===== src/clk_gen_cfg.svh =====
// ----------------------------------------
// clock generator configuration
// widths, reset divider, settling time and id version
// ----------------------------------------

`ifndef CLK_GEN_CFG_SVH
`define CLK_GEN_CFG_SVH

// configuration bus address and data widths
`define CLK_CFG_ADDR_W 5
`define CLK_CFG_DATA_W 32

// the divider value is stored in this many bits
`define CLK_DIV_W 8
// every domain comes out of reset dividing by this value
`define CLK_DIV_RESET 2

// ref_clk_i cycles from a reload until the domain reports lock
`define CLK_LOCK_CYCLES 16

// lower half of the identification register
`define CLK_ID_VERSION 16'h0001

`endif


===== src/clk_cfg_pkg.sv =====
// ----------------------------------------
// configuration bus types
// address and data of the req/ack port and the register map
// ----------------------------------------

`include "clk_gen_cfg.svh"

package clk_cfg_pkg;

  // register address as seen on x_cfg_add_i
  typedef logic [`CLK_CFG_ADDR_W-1:0] cfg_addr_t;

  // write data and read data share one width
  typedef logic [`CLK_CFG_DATA_W-1:0] cfg_data_t;

  // ----------------------------------------
  // register map of one domain
  // ----------------------------------------
  // the divider value sits in the low bits of REG_DIV
  // the enable sits in bit 0 of REG_EN
  // REG_STATUS and REG_ID are read only
  // anything else reads as zero
  typedef enum cfg_addr_t {
    REG_DIV    = 5'd0,
    REG_EN     = 5'd1,
    REG_STATUS = 5'd2,
    REG_ID     = 5'd3
  } cfg_reg_e;

endpackage : clk_cfg_pkg


===== src/clk_div_pkg.sv =====
// ----------------------------------------
// clock divider types
// divider value, settle counter and lock FSM states
// ----------------------------------------

`include "clk_gen_cfg.svh"

package clk_div_pkg;

  // number of ref_clk_i cycles per half period of the output clock
  typedef logic [`CLK_DIV_W-1:0] div_value_t;

  // the settle counter must hold CLK_LOCK_CYCLES itself
  typedef logic [$clog2(`CLK_LOCK_CYCLES + 1)-1:0] settle_cnt_t;

  // lock FSM of one domain
  // ST_OFF while the domain is disabled
  // ST_SETTLE while the settle counter runs down
  // ST_LOCKED once the output clock is considered stable
  typedef enum logic [1:0] {
    ST_OFF,
    ST_SETTLE,
    ST_LOCKED
  } lock_state_e;

endpackage : clk_div_pkg


===== src/clk_ctrl_if.sv =====
// ----------------------------------------
// control link between a register block and its divider
// ----------------------------------------

`timescale 1ns/1ps

interface clk_ctrl_if;

  import clk_div_pkg::*;

  // programmed half period and enable
  div_value_t div_value;
  logic       enable;
  // one-cycle strobe that restarts the divider and the settle time
  logic       reload;
  // lock flag reported back by the divider
  logic       locked;

  // the register block owns the setup and only reads lock
  modport regs (output div_value, output enable, output reload, input locked);

  // the divider follows the setup and drives lock
  modport div (input div_value, input enable, input reload, output locked);

endinterface : clk_ctrl_if


===== src/clk_cfg_regs.sv =====
// ----------------------------------------
// register block of one clock domain
// answers the req/ack configuration port and holds the
// divider and enable settings of the domain
// ----------------------------------------

`timescale 1ns/1ps
`include "clk_gen_cfg.svh"

module clk_cfg_regs #(
  parameter logic [15:0] DOMAIN_ID = 16'd1
) (
  input  logic                  ref_clk_i,
  input  logic                  rst_i,
  input  logic                  cfg_req_i,
  input  logic                  cfg_wrn_i,
  input  clk_cfg_pkg::cfg_addr_t cfg_add_i,
  input  clk_cfg_pkg::cfg_data_t cfg_data_i,
  output logic                  cfg_ack_o,
  output clk_cfg_pkg::cfg_data_t cfg_r_data_o,
  clk_ctrl_if.regs              ctrl
);

  import clk_cfg_pkg::*;
  import clk_div_pkg::*;

  logic       ack_q;
  logic       reload_q;
  div_value_t div_q;
  logic       en_q;
  cfg_data_t  r_data_q;
  cfg_data_t  r_data_d;
  logic       access;
  logic       wr_setup;

  // ----------------------------------------
  // handshake
  // ----------------------------------------
  // an access is taken in the cycle req is seen and ack was not given
  // so a req held past its ack starts the next access one cycle later
  assign access = cfg_req_i & ~ack_q;

  // only writes to the divider or the enable touch the clock setup
  assign wr_setup = access & ~cfg_wrn_i &
                    ((cfg_add_i == REG_DIV) || (cfg_add_i == REG_EN));

  // read data from the register map
  // lock is taken straight from the divider
  always_comb begin
    case (cfg_add_i)
      REG_DIV:    r_data_d = cfg_data_t'(div_q);
      REG_EN:     r_data_d = cfg_data_t'(en_q);
      REG_STATUS: r_data_d = cfg_data_t'(ctrl.locked);
      REG_ID:     r_data_d = {DOMAIN_ID, `CLK_ID_VERSION};
      default:    r_data_d = '0;
    endcase
  end

  // ack and reload are both one-cycle pulses in the same cycle
  always_ff @(posedge ref_clk_i) begin
    if (rst_i) begin
      ack_q    <= 1'b0;
      reload_q <= 1'b0;
    end else begin
      ack_q    <= access;
      reload_q <= wr_setup;
    end
  end

  // ----------------------------------------
  // settings
  // ----------------------------------------
  // writes land at the start of the ack cycle together with reload
  // read-only and unmapped addresses just get their ack
  always_ff @(posedge ref_clk_i) begin
    if (rst_i) begin
      div_q <= div_value_t'(`CLK_DIV_RESET);
      en_q  <= 1'b1;
    end else if (access && !cfg_wrn_i) begin
      if (cfg_add_i == REG_DIV) begin
        div_q <= cfg_data_i[`CLK_DIV_W-1:0];
      end
      if (cfg_add_i == REG_EN) begin
        en_q <= cfg_data_i[0];
      end
    end
  end

  // read data is captured with the access and held through the ack cycle
  always_ff @(posedge ref_clk_i) begin
    if (access) begin
      r_data_q <= r_data_d;
    end
  end

  assign cfg_ack_o    = ack_q;
  assign cfg_r_data_o = r_data_q;

  assign ctrl.div_value = div_q;
  assign ctrl.enable    = en_q;
  assign ctrl.reload    = reload_q;

endmodule : clk_cfg_regs


===== src/clk_div.sv =====
// ----------------------------------------
// programmable clock divider of one domain
// toggles a registered clock every div_value reference cycles
// and reports lock after a fixed settling time
// ----------------------------------------

`timescale 1ns/1ps
`include "clk_gen_cfg.svh"

module clk_div (
  input  logic    ref_clk_i,
  input  logic    rst_i,
  input  logic    test_mode_i,
  output logic    clk_o,
  clk_ctrl_if.div ctrl
);

  import clk_div_pkg::*;

  // the counter is loaded one cycle later after a reload than after reset
  // so both reach lock CLK_LOCK_CYCLES cycles after the event
  localparam settle_cnt_t SETTLE_RESET  = settle_cnt_t'(`CLK_LOCK_CYCLES - 1);
  localparam settle_cnt_t SETTLE_RELOAD = settle_cnt_t'(`CLK_LOCK_CYCLES - 2);

  div_value_t  div_eff;
  div_value_t  tgl_cnt_q;
  logic        clk_q;
  lock_state_e state_q;
  settle_cnt_t settle_q;

  // a programmed zero divides like a one
  assign div_eff = (ctrl.div_value == '0) ? div_value_t'(1) : ctrl.div_value;

  // ----------------------------------------
  // toggle counter
  // ----------------------------------------
  // the output toggles when the counter has seen div_eff cycles
  // which gives a period of twice div_eff at 50 percent duty
  always_ff @(posedge ref_clk_i) begin
    if (rst_i) begin
      tgl_cnt_q <= '0;
      clk_q     <= 1'b0;
    end else if (ctrl.reload || !ctrl.enable) begin
      // restart from a low phase, and stay there while disabled
      tgl_cnt_q <= '0;
      clk_q     <= 1'b0;
    end else if (tgl_cnt_q == div_eff - 1'b1) begin
      tgl_cnt_q <= '0;
      clk_q     <= ~clk_q;
    end else begin
      tgl_cnt_q <= tgl_cnt_q + 1'b1;
    end
  end

  // ----------------------------------------
  // lock FSM
  // ----------------------------------------
  always_ff @(posedge ref_clk_i) begin
    if (rst_i) begin
      state_q  <= ST_SETTLE;
      settle_q <= SETTLE_RESET;
    end else if (!ctrl.enable) begin
      // a disabled domain never reports lock
      state_q  <= ST_OFF;
      settle_q <= '0;
    end else if (ctrl.reload) begin
      state_q  <= ST_SETTLE;
      settle_q <= SETTLE_RELOAD;
    end else begin
      case (state_q)
        ST_OFF: begin
          // enable only comes back through a write, which reloads
          // this arm just keeps the FSM from getting stuck
          state_q  <= ST_SETTLE;
          settle_q <= SETTLE_RELOAD;
        end
        ST_SETTLE: begin
          if (settle_q == '0) begin
            state_q <= ST_LOCKED;
          end else begin
            settle_q <= settle_q - 1'b1;
          end
        end
        ST_LOCKED: begin
          state_q <= ST_LOCKED;
        end
        default: begin
          state_q <= ST_OFF;
        end
      endcase
    end
  end

  // lock is a plain decode of the registered state
  assign ctrl.locked = (state_q == ST_LOCKED);

  // test mode hands the reference clock straight through
  // lock keeps following the FSM
  assign clk_o = test_mode_i ? ref_clk_i : clk_q;

endmodule : clk_div


===== src/clk_gen.sv =====
// ----------------------------------------
// clock generation subsystem
// derives the soc, per and cluster clocks from ref_clk_i,
// each with its own configuration port
// ----------------------------------------

`timescale 1ns/1ps

module clk_gen (
  input  logic                   ref_clk_i,
  input  logic                   rst_i,
  input  logic                   test_mode_i,
  output logic                   soc_clk_o,
  output logic                   per_clk_o,
  output logic                   cluster_clk_o,
  // soc domain configuration
  input  logic                   soc_cfg_req_i,
  input  logic                   soc_cfg_wrn_i,
  input  clk_cfg_pkg::cfg_addr_t soc_cfg_add_i,
  input  clk_cfg_pkg::cfg_data_t soc_cfg_data_i,
  output logic                   soc_cfg_ack_o,
  output clk_cfg_pkg::cfg_data_t soc_cfg_r_data_o,
  output logic                   soc_cfg_lock_o,
  // peripheral domain configuration
  input  logic                   per_cfg_req_i,
  input  logic                   per_cfg_wrn_i,
  input  clk_cfg_pkg::cfg_addr_t per_cfg_add_i,
  input  clk_cfg_pkg::cfg_data_t per_cfg_data_i,
  output logic                   per_cfg_ack_o,
  output clk_cfg_pkg::cfg_data_t per_cfg_r_data_o,
  output logic                   per_cfg_lock_o,
  // cluster domain configuration
  input  logic                   cluster_cfg_req_i,
  input  logic                   cluster_cfg_wrn_i,
  input  clk_cfg_pkg::cfg_addr_t cluster_cfg_add_i,
  input  clk_cfg_pkg::cfg_data_t cluster_cfg_data_i,
  output logic                   cluster_cfg_ack_o,
  output clk_cfg_pkg::cfg_data_t cluster_cfg_r_data_o,
  output logic                   cluster_cfg_lock_o
);

  // one control link per domain
  clk_ctrl_if soc_ctrl ();
  clk_ctrl_if per_ctrl ();
  clk_ctrl_if cluster_ctrl ();

  // ----------------------------------------
  // soc domain
  // ----------------------------------------
  clk_cfg_regs #(.DOMAIN_ID(16'd1)) i_soc_regs (
    .ref_clk_i, .rst_i,
    .cfg_req_i(soc_cfg_req_i), .cfg_wrn_i(soc_cfg_wrn_i),
    .cfg_add_i(soc_cfg_add_i), .cfg_data_i(soc_cfg_data_i),
    .cfg_ack_o(soc_cfg_ack_o), .cfg_r_data_o(soc_cfg_r_data_o),
    .ctrl(soc_ctrl.regs)
  );

  clk_div i_soc_div (
    .ref_clk_i, .rst_i, .test_mode_i,
    .clk_o(soc_clk_o),
    .ctrl(soc_ctrl.div)
  );

  // ----------------------------------------
  // peripheral domain
  // ----------------------------------------
  clk_cfg_regs #(.DOMAIN_ID(16'd2)) i_per_regs (
    .ref_clk_i, .rst_i,
    .cfg_req_i(per_cfg_req_i), .cfg_wrn_i(per_cfg_wrn_i),
    .cfg_add_i(per_cfg_add_i), .cfg_data_i(per_cfg_data_i),
    .cfg_ack_o(per_cfg_ack_o), .cfg_r_data_o(per_cfg_r_data_o),
    .ctrl(per_ctrl.regs)
  );

  clk_div i_per_div (
    .ref_clk_i, .rst_i, .test_mode_i,
    .clk_o(per_clk_o),
    .ctrl(per_ctrl.div)
  );

  // ----------------------------------------
  // cluster domain
  // ----------------------------------------
  clk_cfg_regs #(.DOMAIN_ID(16'd3)) i_cluster_regs (
    .ref_clk_i, .rst_i,
    .cfg_req_i(cluster_cfg_req_i), .cfg_wrn_i(cluster_cfg_wrn_i),
    .cfg_add_i(cluster_cfg_add_i), .cfg_data_i(cluster_cfg_data_i),
    .cfg_ack_o(cluster_cfg_ack_o), .cfg_r_data_o(cluster_cfg_r_data_o),
    .ctrl(cluster_ctrl.regs)
  );

  clk_div i_cluster_div (
    .ref_clk_i, .rst_i, .test_mode_i,
    .clk_o(cluster_clk_o),
    .ctrl(cluster_ctrl.div)
  );

  // each port reports the lock of its own domain
  assign soc_cfg_lock_o     = soc_ctrl.locked;
  assign per_cfg_lock_o     = per_ctrl.locked;
  assign cluster_cfg_lock_o = cluster_ctrl.locked;

endmodule : clk_gen


===== config.mk =====
export PLATFORM = sky130hd
export DESIGN_NAME = clk_gen
export DESIGN_NICKNAME = d
export VERILOG_FILES = /design/src/clk_cfg_pkg.sv /design/src/clk_div_pkg.sv /design/src/clk_ctrl_if.sv /design/src/clk_cfg_regs.sv /design/src/clk_div.sv /design/src/clk_gen.sv
export VERILOG_INCLUDE_DIRS = /design/src
export SDC_FILE = /design/constraint.sdc
export NUM_CORES = 1
export LEC_CHECK = 0
export BUFFER_PORTS_ARGS = -buffer_cell sky130_fd_sc_hd__buf_2
export CORE_MARGIN = 2
export CORE_UTILIZATION = 40
export CTS_BUF_LIST = sky130_fd_sc_hd__clkbuf_4 sky130_fd_sc_hd__clkbuf_8
export DETAILED_ROUTE_END_ITERATION = 16
export GPL_TIMING_DRIVEN = 1
export PLACE_DENSITY = 0.67
export SLEW_MARGIN = 20
export SYNTH_ARGS = -nofsm -noshare
export SYNTH_HDL_FRONTEND = slang
export SYNTH_SLANG_ARGS = --single-unit

===== constraint.sdc =====
create_clock -name ref_clk_i -period 2.7 [get_ports ref_clk_i]
set_input_delay 0.54 -clock ref_clk_i [delete_from_list [all_inputs] [get_ports ref_clk_i]]
set_output_delay 0.54 -clock ref_clk_i [all_outputs]
set_load 0.005 [all_outputs]

==> metrics.txt, run 1 <==
CP arrival=2080 ps; Via-to-Cell Ratio=4.697; PD cells=624.5 nW/um^2; DR vias=4392; Placement Cell Area=6397 sq um; critical path endpoint category=output pin; switching power total=0.001306 W; asr flop ratio synth=0%; crit start category=clock port; commonest register cell after synthesis=dfxtp_1; Avg Cell Area, Syn=9.268 sq um; GR Util met2=24.01%; largest net degree at the start of global routing=32; Clock power frac=31.9%; critical path class=clk -> out; Synth area leaders=dfxtp_1 28%, edfxtp_1 14%, buf_4 8.8%; Final setup viols=0; mapped cell area=5867 sq um; Slew HR=59.77%; Die H=125.1 um; synthesized flop and latch total=108; initial core utilization=40.67%; Seq pwr share=45.3%; global route overflow=0; most common cell after layout, fill and taps aside=buf_2; post-cts hold buffer count=0; Worst Tran Pin Value=603.5 ps; core box area=14420 sq um; Crit path required time=2160 ps; FP Rows=44; met1 Usage GRT=17.65%; Post-Synthesis Cells=633; post-layout instance area=6740 sq um; gr busiest metal=met2; GR Util All Layers=15.00%; Max-Cap Viols=0; share of layout cells above drive strength 1=20.51%; die area=15650 sq um; sequential element share of the synthesized area=41.46%; DRT iter0 DRCs=270; Pins Over Slew Limit=0; clk_lat worst skew=490 ps; CP max FO=2; status=finished, final reports clean; vias in the first global route=4114; Final Wtd Congestion=0.8412; worst setup margin=78.16 ps; Synthesis Warnings=0; Die W=125.1 um; hpwl dp=8461 um; I/O Buffers=84; Gate power share=22.8%; drt total wl=11400 um; Setup Slack @ Placement=148.7 ps; nets=886; Hold Crit Class=in -> reg; Lkg Pwr=3.026 nW; Post-synth EDFFs=27; setup_tns=0 ps; CTS tree=built; switching share of power=31.03%; area share of the largest cell type after synthesis=27.64%; drt pass-1 iters=4; first-pass GRT wire length=18850 um; leading area contributor after synthesis=dfxtp_1; Hold Violations, Final=0; internal power=0.002903 W; DRC viols=0; wire per inst=12.19 um; Max VDD drop=0.0003340 V; layout overhead on the synthesized area=14.89%; antenna violations before repair=0; commonest non-fill, non-tap cells in the layout=84 x buf_2, 81 x dfxtp_1, 74 x nor2_1, 68 x conb_1, 33 x inv_1; I/O pin count=225; Placed Cells=912; Clk pin slew, worst setup/hold paths=100 ps; hold slack=249.4 ps; met3 Track Usage GR=6.076%; Finished Layout Cells=935; fillers=1441; post-route ant nets=0; clk_skew=9.929 ps; Yosys cell types=54; Diodes inserted=0
cells in the mapped netlist (16+ instances only):
cell type / n
dfxtp_1: 81
xnor2_1: 24
nor2_1: 74
nor3_1: 19
mux2i_1: 24
nand3_1: 18
edfxtp_1: 27
ha_1: 21
o21ai_0: 19
nand2_1: 25
buf_4: 69
xor2_1: 22
a21oi_1: 19
and2_1: 19
nand2b_1: 16
inv_1: 33
through the flow:
step	total power, W	util, %
global route	0.004526	46.73
floorplan	0.002713	-
CTS	0.004280	46.55
global placement	0.002922	44.35
finish	0.004210	46.73
detailed placement	0.002939	44.35
cells by family after synthesis:
family / count (synthesis) / share of synthesized area [%]
xor gates and xnor gates: 46 / 6.867
adders and majority gates: 21 / 4.479
and+or+nand+nor: 230 / 20.22
other: 1 / 0.06392
buffers and inverters: 116 / 11.90
muxes: 24 / 4.095
AOI/OAI and AO/OA: 87 / 10.92
DFF: 108 / 41.46
area by class of cell:
| cell class | instances | area, sq um | area share [%] |
|---|---|---|---|
| clock buffer | 20 | 254.0 | 3.768 |
| clock inverter | 6 | 70.07 | 1.040 |
| inverter | 33 | 123.9 | 1.838 |
| multi-input combinational | 476 | 3022 | 44.83 |
| sequential | 108 | 2432 | 36.09 |
| tap | 184 | 230.2 | 3.416 |
| timing repair buffer | 108 | 608.1 | 9.022 |
final timing paths:
check | slack [ps] | cells after the start | start | end
setup / recovery | 80 | 7 | ref_clk_i | per_clk_o
hold / removal | 250 | 2 | per_cfg_data_i[1] | i_per_regs.ctrl.div_value[1]
setup reg to reg | 140 | 9 | i_per_regs.ctrl.div_value[4] | i_per_div.clk_q
hold reg to reg | 480 | 2 | i_per_div.state_q[1] | i_per_div.state_q[1]
critical path, cell delays in order:
cell       delay [ps]
clkbuf_16         130
clkbuf_8          120
clkbuf_8          120
nand2_4            50
clkbuf_8          110
o21ai_0            60
buf_2             130
layer usage:
metal,part of all wire (%),up-vias
li1,-,2273
met1,46,2025
met2,47,78
met3,5.0,16
met4,1.7,0
met5,0,-
timing repair:
action,4_1_cts,5_1_grt
endpoints found under the setup margin,3,18
setup buffers,0,0
gates resized for setup,3,5
hold endpoints to repair,0,0
state kept, by name, summed over array words and instances (netlist names), 2 cells and up:
name	count
i_soc_div.state_q	2
i_soc_regs.ctrl.div_value	8
i_per_div.settle_q	5
i_soc_regs.cfg_r_data_o	9
i_cluster_regs.cfg_r_data_o	9
i_per_regs.ctrl.div_value	8
i_soc_div.settle_q	5
i_cluster_regs.ctrl.div_value	8
i_cluster_div.tgl_cnt_q	8
i_soc_div.tgl_cnt_q	8
i_cluster_div.settle_q	5
i_per_div.tgl_cnt_q	8
i_per_div.state_q	2
i_cluster_div.state_q	2
i_per_regs.cfg_r_data_o	9
power by group through the flow:
stage                     combinational (W)  sequential, W  clock [W]
after floorplan                    0.000778        0.00191  0.0000205
after global placement             0.000942        0.00194  0.0000401
after detailed placement           0.000957        0.00194  0.0000401
after CTS                          0.000963        0.00191    0.00141
after global routing                0.00111        0.00193    0.00149
final                              0.000961        0.00191    0.00134
(Power assumes the default switching activity.)
==> run 2: changes to the inputs <==
- CELL_PAD_IN_SITES_DETAIL_PLACEMENT: not set -> 1
- CELL_PAD_IN_SITES_GLOBAL_PLACEMENT: not set -> 1
- CORE_UTILIZATION: 40 -> 37
- PLACE_DENSITY: 0.67 -> not set
- PLACE_DENSITY_LB_ADDON: not set -> 0.1
==> run 2 against run 1 <==
Against the previous run:
- critical path depth unchanged
- worst setup slack better by 30 ps
- combinational power up 6%
- sequential power about the same
- design area up 0.76%
- clock power about the same
- power up 2.1%
- clock-buffer cell count up 1
- routed wire length up 22%
- register-to-register slack better by 50 ps
- utilization down 3.5 points
==> metrics.txt, run 2 (synthesis gave the netlist of run 1 again) <==
status=finished, final reports clean; Worst Tran Pin Value=739.3 ps; post-cts hold buffer count=0; critical path endpoint category=output pin; wire per inst=14.39 um; global route overflow=0; CTS tree=built; Die H=129.9 um; Slew HR=50.60%; hold slack=248.5 ps; GR Util All Layers=17.25%; post-route ant nets=0; clk_lat worst skew=490 ps; hpwl dp=10820 um; reg2reg path depth=9; vias in the first global route=4824; DRT iter0 DRCs=144; crit start category=clock port; worst hold start=cluster_cfg_data_i[1]; clk_skew=8.972 ps; largest net degree at the start of global routing=34; Finished Layout Cells=969; Clk pin slew, worst setup/hold paths=100 ps; drt pass-1 iters=4; DRC viols=0; nets=888; share of layout cells above drive strength 1=20.85%; RSZ-0062 raised after global routing=no; hold worst-path end=i_cluster_regs.ctrl.div_value[1]; Die W=129.9 um; Max-Cap Viols=0; antenna violations before repair=0; initial core utilization=37.34%; PD cells=632.9 nW/um^2; I/O Buffers=84; Crit path required time=2160 ps; I/O pin count=225; drt total wl=13950 um; Final setup viols=0; layout overhead on the synthesized area=15.76%; FP Rows=46; Lkg Pwr=3.033 nW; CP max FO=2; Power Total=0.004298 W; Final Wtd Congestion=0.8295; Worst Hold Path Cells=2; Hold Violations, Final=0; critical-path cell list=clkbuf_8 > clkbuf_8 > clkbuf_8 > nand2_4 > clkbuf_8 > o21ai_2 > buf_2; fillers=1907; crit-path most repeated cell=clkbuf_8; setup_tns=0 ps; slowest CP cell=clkbuf_8; core box area=15710 sq um; Hold Crit Class=in -> reg; Via-to-Cell Ratio=4.783; R2R Setup Slk=190 ps; critical path class=clk -> out; Setup Slack @ Placement=62.48 ps; R2R Path Start=i_per_regs.ctrl.div_value[2]; Worst path max stage delay=130 ps; Placed Cells=946; most common cell after layout, fill and taps aside=buf_2; commonest non-fill, non-tap cells in the layout=84 x buf_2, 81 x dfxtp_1, 74 x nor2_1, 68 x conb_1, 33 x inv_1; DR vias=4635; Max VDD drop=0.0002209 V; CP arrival=2050 ps; first-pass GRT wire length=22850 um; reg2reg end=i_per_div.tgl_cnt_q[7]; die area=16880 sq um; Pins Over Slew Limit=0; worst setup margin=108.0 ps; Diodes inserted=0
==> run 2: cell count changes in the layout (fill, tap and decap cells not counted), sizes merged <==
cell / delta
bufinv: +1
buf: +2
clkinvlp: +1
inv: -2
clkinv: -1
clkbuf: +1
==> run 2: worst max-delay path by stage <==
stage                                      from                     end  slack, ps  cells after the start
6_report                              ref_clk_i           cluster_clk_o        110                      7
5_1_grt        i_cluster_regs.ctrl.div_value[2]     i_cluster_div.clk_q          9                     10
4_1_cts            i_per_regs.ctrl.div_value[2]  i_per_div.tgl_cnt_q[7]         40                      9
3_5_place_dp       i_per_regs.ctrl.div_value[2]  i_per_div.tgl_cnt_q[7]         60                      9
3_3_place_gp       i_per_regs.ctrl.div_value[2]  i_per_div.tgl_cnt_q[7]        190                      9
2_1_floorplan      i_soc_regs.ctrl.div_value[2]  i_soc_div.tgl_cnt_q[2]        210                      9
==> run 2: critical path: cells and delay by family <==
| family | cells | cell delay, ps |
|---|---|---|
| and+or+nand+nor | 1 | 60 |
| buffers and inverters | 5 | 610 |
| AOI/OAI and AO/OA | 1 | 40 |
==> run 2: repair_timing <==
| action | 4_1_cts | 5_1_grt |
|---|---|---|
| resized for setup | 8 | 2 |
| setup endpoints to repair | 4 | 15 |
| setup buffers | 0 | 0 |
| pin swaps | 0 | 1 |
| gates cloned | 0 | 0 |
| hold endpoints to repair | 0 | 0 |
==> run 2: power breakdown <==
part / total [W] / internal (W) / switching [W]
clock network: 0.00137 / 0.000740 / 0.000629
registers: 0.00191 / 0.00179 / 0.000115
logic: 0.00102 / 0.000426 / 0.000593
==> run 2: per-layer routing <==
metal,part of all wire [%],vias to the layer above,wire [um],GRT usage [%]
met5,0,-,0,0
met4,1.9,0,266,7.464
met3,4.3,18,602,3.690
met2,50,124,6977,29.72
met1,44,2225,6099,20.81
li1,-,2268,-,-
==> run 2: cell type report <==
cell class	count	area [sq um]	share of cell area, %
clock buffers	21	244.0	3.592
clock inverters	5	76.32	1.124
inverters	33	123.9	1.824
multi-input cells	476	3022	44.49
flip-flops and latches	108	2432	35.81
well taps	216	270.3	3.979
repair buffers	110	623.1	9.175
==> run 2: metrics by stage <==
stage	util [%]	cell area, sq um
2_1_floorplan	-	6118
3_3_place_gp	41.07	6452
3_5_place_dp	41.07	6452
4_1_cts	43.14	6779
5_1_grt	43.22	6792
6_report	43.22	6792
==> run 3: changes to the inputs <==
- clock period: 2.7 -> 2.4 ns (I/O delays scaled with it)
==> run 3 against run 2 <==
Against the previous run:
- the flow now finishes with violations (setup timing)
- highest routed layer unchanged
- first-iteration DRC count shrank 20%
- utilization grew 1.6 points
- die area is the same
- worst hold slack lost 54 ps
- largest power group unchanged
- largest cell class unchanged
- clock-buffer cell count grew 2
- routed wire length grew 3.9%
- final cell count grew 2.7%
- clock power is essentially flat
- design area grew 3.7%
- via count grew 2.0%
==> metrics.txt, run 3 (synthesis gave the netlist of run 1 again) <==
status=finished with violations; violated checks=setup timing; hpwl dp=11110 um; drt total wl=14500 um; Die H=129.9 um; Worst path max stage delay=350 ps; Met3 Wirelength=701 um; RSZ-0062 raised after global routing=yes; Pins Over Slew Limit=0; Die W=129.9 um; Final setup viols=9; FP Rows=46; Slew HR=62.49%; commonest non-fill, non-tap cells in the layout=84 x buf_2, 78 x dfxtp_1, 72 x nor2_1, 68 x conb_1, 55 x buf_4; fmax=411.9 MHz; worst setup margin=-27.84 ps; CTS tree=built; vias in the first global route=4902; R2R Path Start=i_soc_regs.ctrl.div_value[2]; clk_lat worst skew=510 ps; Gate power share=25.1%; Routed met2 length=7311 um; PD cells=667.3 nW/um^2; layout overhead on the synthesized area=20.07%; nets=914; fin crit period=2428 ps; critical path endpoint category=flop; R2R Setup Slk=-30 ps; wire per inst=14.57 um; DR vias=4726; initial core utilization=37.34%; antenna violations before repair=1; met1 wire length=6342 um; clk_skew=14.14 ps; Hold Violations, Final=0; reg2reg end=i_soc_div.tgl_cnt_q[3]; Placed Cells=965; post-layout instance area=7044 sq um; slowest CP cell=dfxtp_2; Critical Path Stages=10; global route overflow=0; Max VDD drop=0.0002823 V; I/O Buffers=84; Max-Cap Viols=0; DRT iter0 DRCs=115; internal power=0.003190 W; Critical Path End=i_soc_div.tgl_cnt_q[3]; Worst Tran Pin Value=558.3 ps; Clock power frac=29.1%; Final period util=101.2%; drt pass-1 iters=4; largest net degree at the start of global routing=21; Worst Setup SP=i_soc_regs.ctrl.div_value[2]; DRC viols=0; CP delay by family, top=compound AO/OA/AOI/OAI gates; Lkg Pwr=3.175 nW; most common cell after layout, fill and taps aside=buf_2; critical-path cell list=nor4_4 > a21oi_2 > ha_1 > a22oi_1 > o221ai_1 > a31o_2 > a211o_1 > o31ai_4 > buf_6 > nor2_1; Hold Crit Class=in -> reg; GR Util All Layers=17.69%; crit start category=flop; switching power total=0.001510 W; WP buf/inv=1; first-pass GRT wire length=23290 um; core box area=15710 sq um; Clk pin slew, worst setup/hold paths=100 ps; Seq pwr share=45.8%; hold slack=194.6 ps; I/O pin count=225; uppermost layer routed=met4; Final Wtd Congestion=0.8235; Finished Layout Cells=995; share of layout cells above drive strength 1=25.55%; post-route ant nets=0; Diodes inserted=0; Via-to-Cell Ratio=4.750; Crit path required time=2800 ps; switching share of power=32.13%; reg2reg path depth=10; CP arrival=2830 ps; Placement Cell Area=6610 sq um; die area=16880 sq um; CP max FO=8; critical path class=reg -> reg
run 3: per-stage QoR:
step / TNS [ps] / util [%] / setup WS [ps] / total power, W
floorplan: 0 / - / 2.834 / 0.003052
global placement: -539.8 / 42.07 / -90.83 / 0.003326
detailed placement: -1439 / 42.07 / -117.6 / 0.003412
CTS: -376.3 / 44.54 / -50.98 / 0.004760
global route: -1323 / 44.83 / -151.4 / 0.005025
finish: -165.7 / 44.83 / -27.84 / 0.004700
run 3: per-layer routing:
metal  vias up  GRT usage (%)
li1       2325              -
met1      2265          20.79
met2       123          30.83
met3        13          4.838
met4         0          6.641
met5         -              0
run 3: power by group through the flow:
stage	clock, W	combinational [W]	sequential [W]
6_report	0.00137	0.00118	0.00215
3_5_place_dp	0.0000451	0.00117	0.00219
4_1_cts	0.00142	0.00119	0.00215
5_1_grt	0.00150	0.00135	0.00218
2_1_floorplan	0.0000231	0.000875	0.00215
3_3_place_gp	0.0000451	0.00110	0.00218
run 3: how the worst min path moves through the flow:
stage	from	cells after the start	endpoint
after floorplan	i_soc_div.tgl_cnt_q[0]	1	i_soc_div.tgl_cnt_q[0]
after global placement	i_per_div.state_q[1]	2	i_per_div.state_q[1]
after detailed placement	i_soc_div.clk_q	2	i_soc_div.clk_q
after CTS	per_cfg_data_i[1]	2	i_per_regs.ctrl.div_value[1]
after global routing	cluster_cfg_data_i[1]	2	i_cluster_regs.ctrl.div_value[1]
final	cluster_cfg_data_i[1]	2	i_cluster_regs.ctrl.div_value[1]
run 3: repair_timing:
action | CTS | global route
endpoints found under the setup margin | 30 | 19
pin swaps | 13 | 3
resized for setup | 24 | 6
hold buffers | 0 | 0
setup buffers | 6 | 2
run 3: final cells by class:
type                    count  area, sq um
fillers                  1870         8668
clock inverters             2        10.01
clock buffers              23        265.3
flip-flops and latches    108         2436
repair buffers            137        829.5
multi-input cells         476         3109
inverters                  33        123.9
well taps                 216        270.3
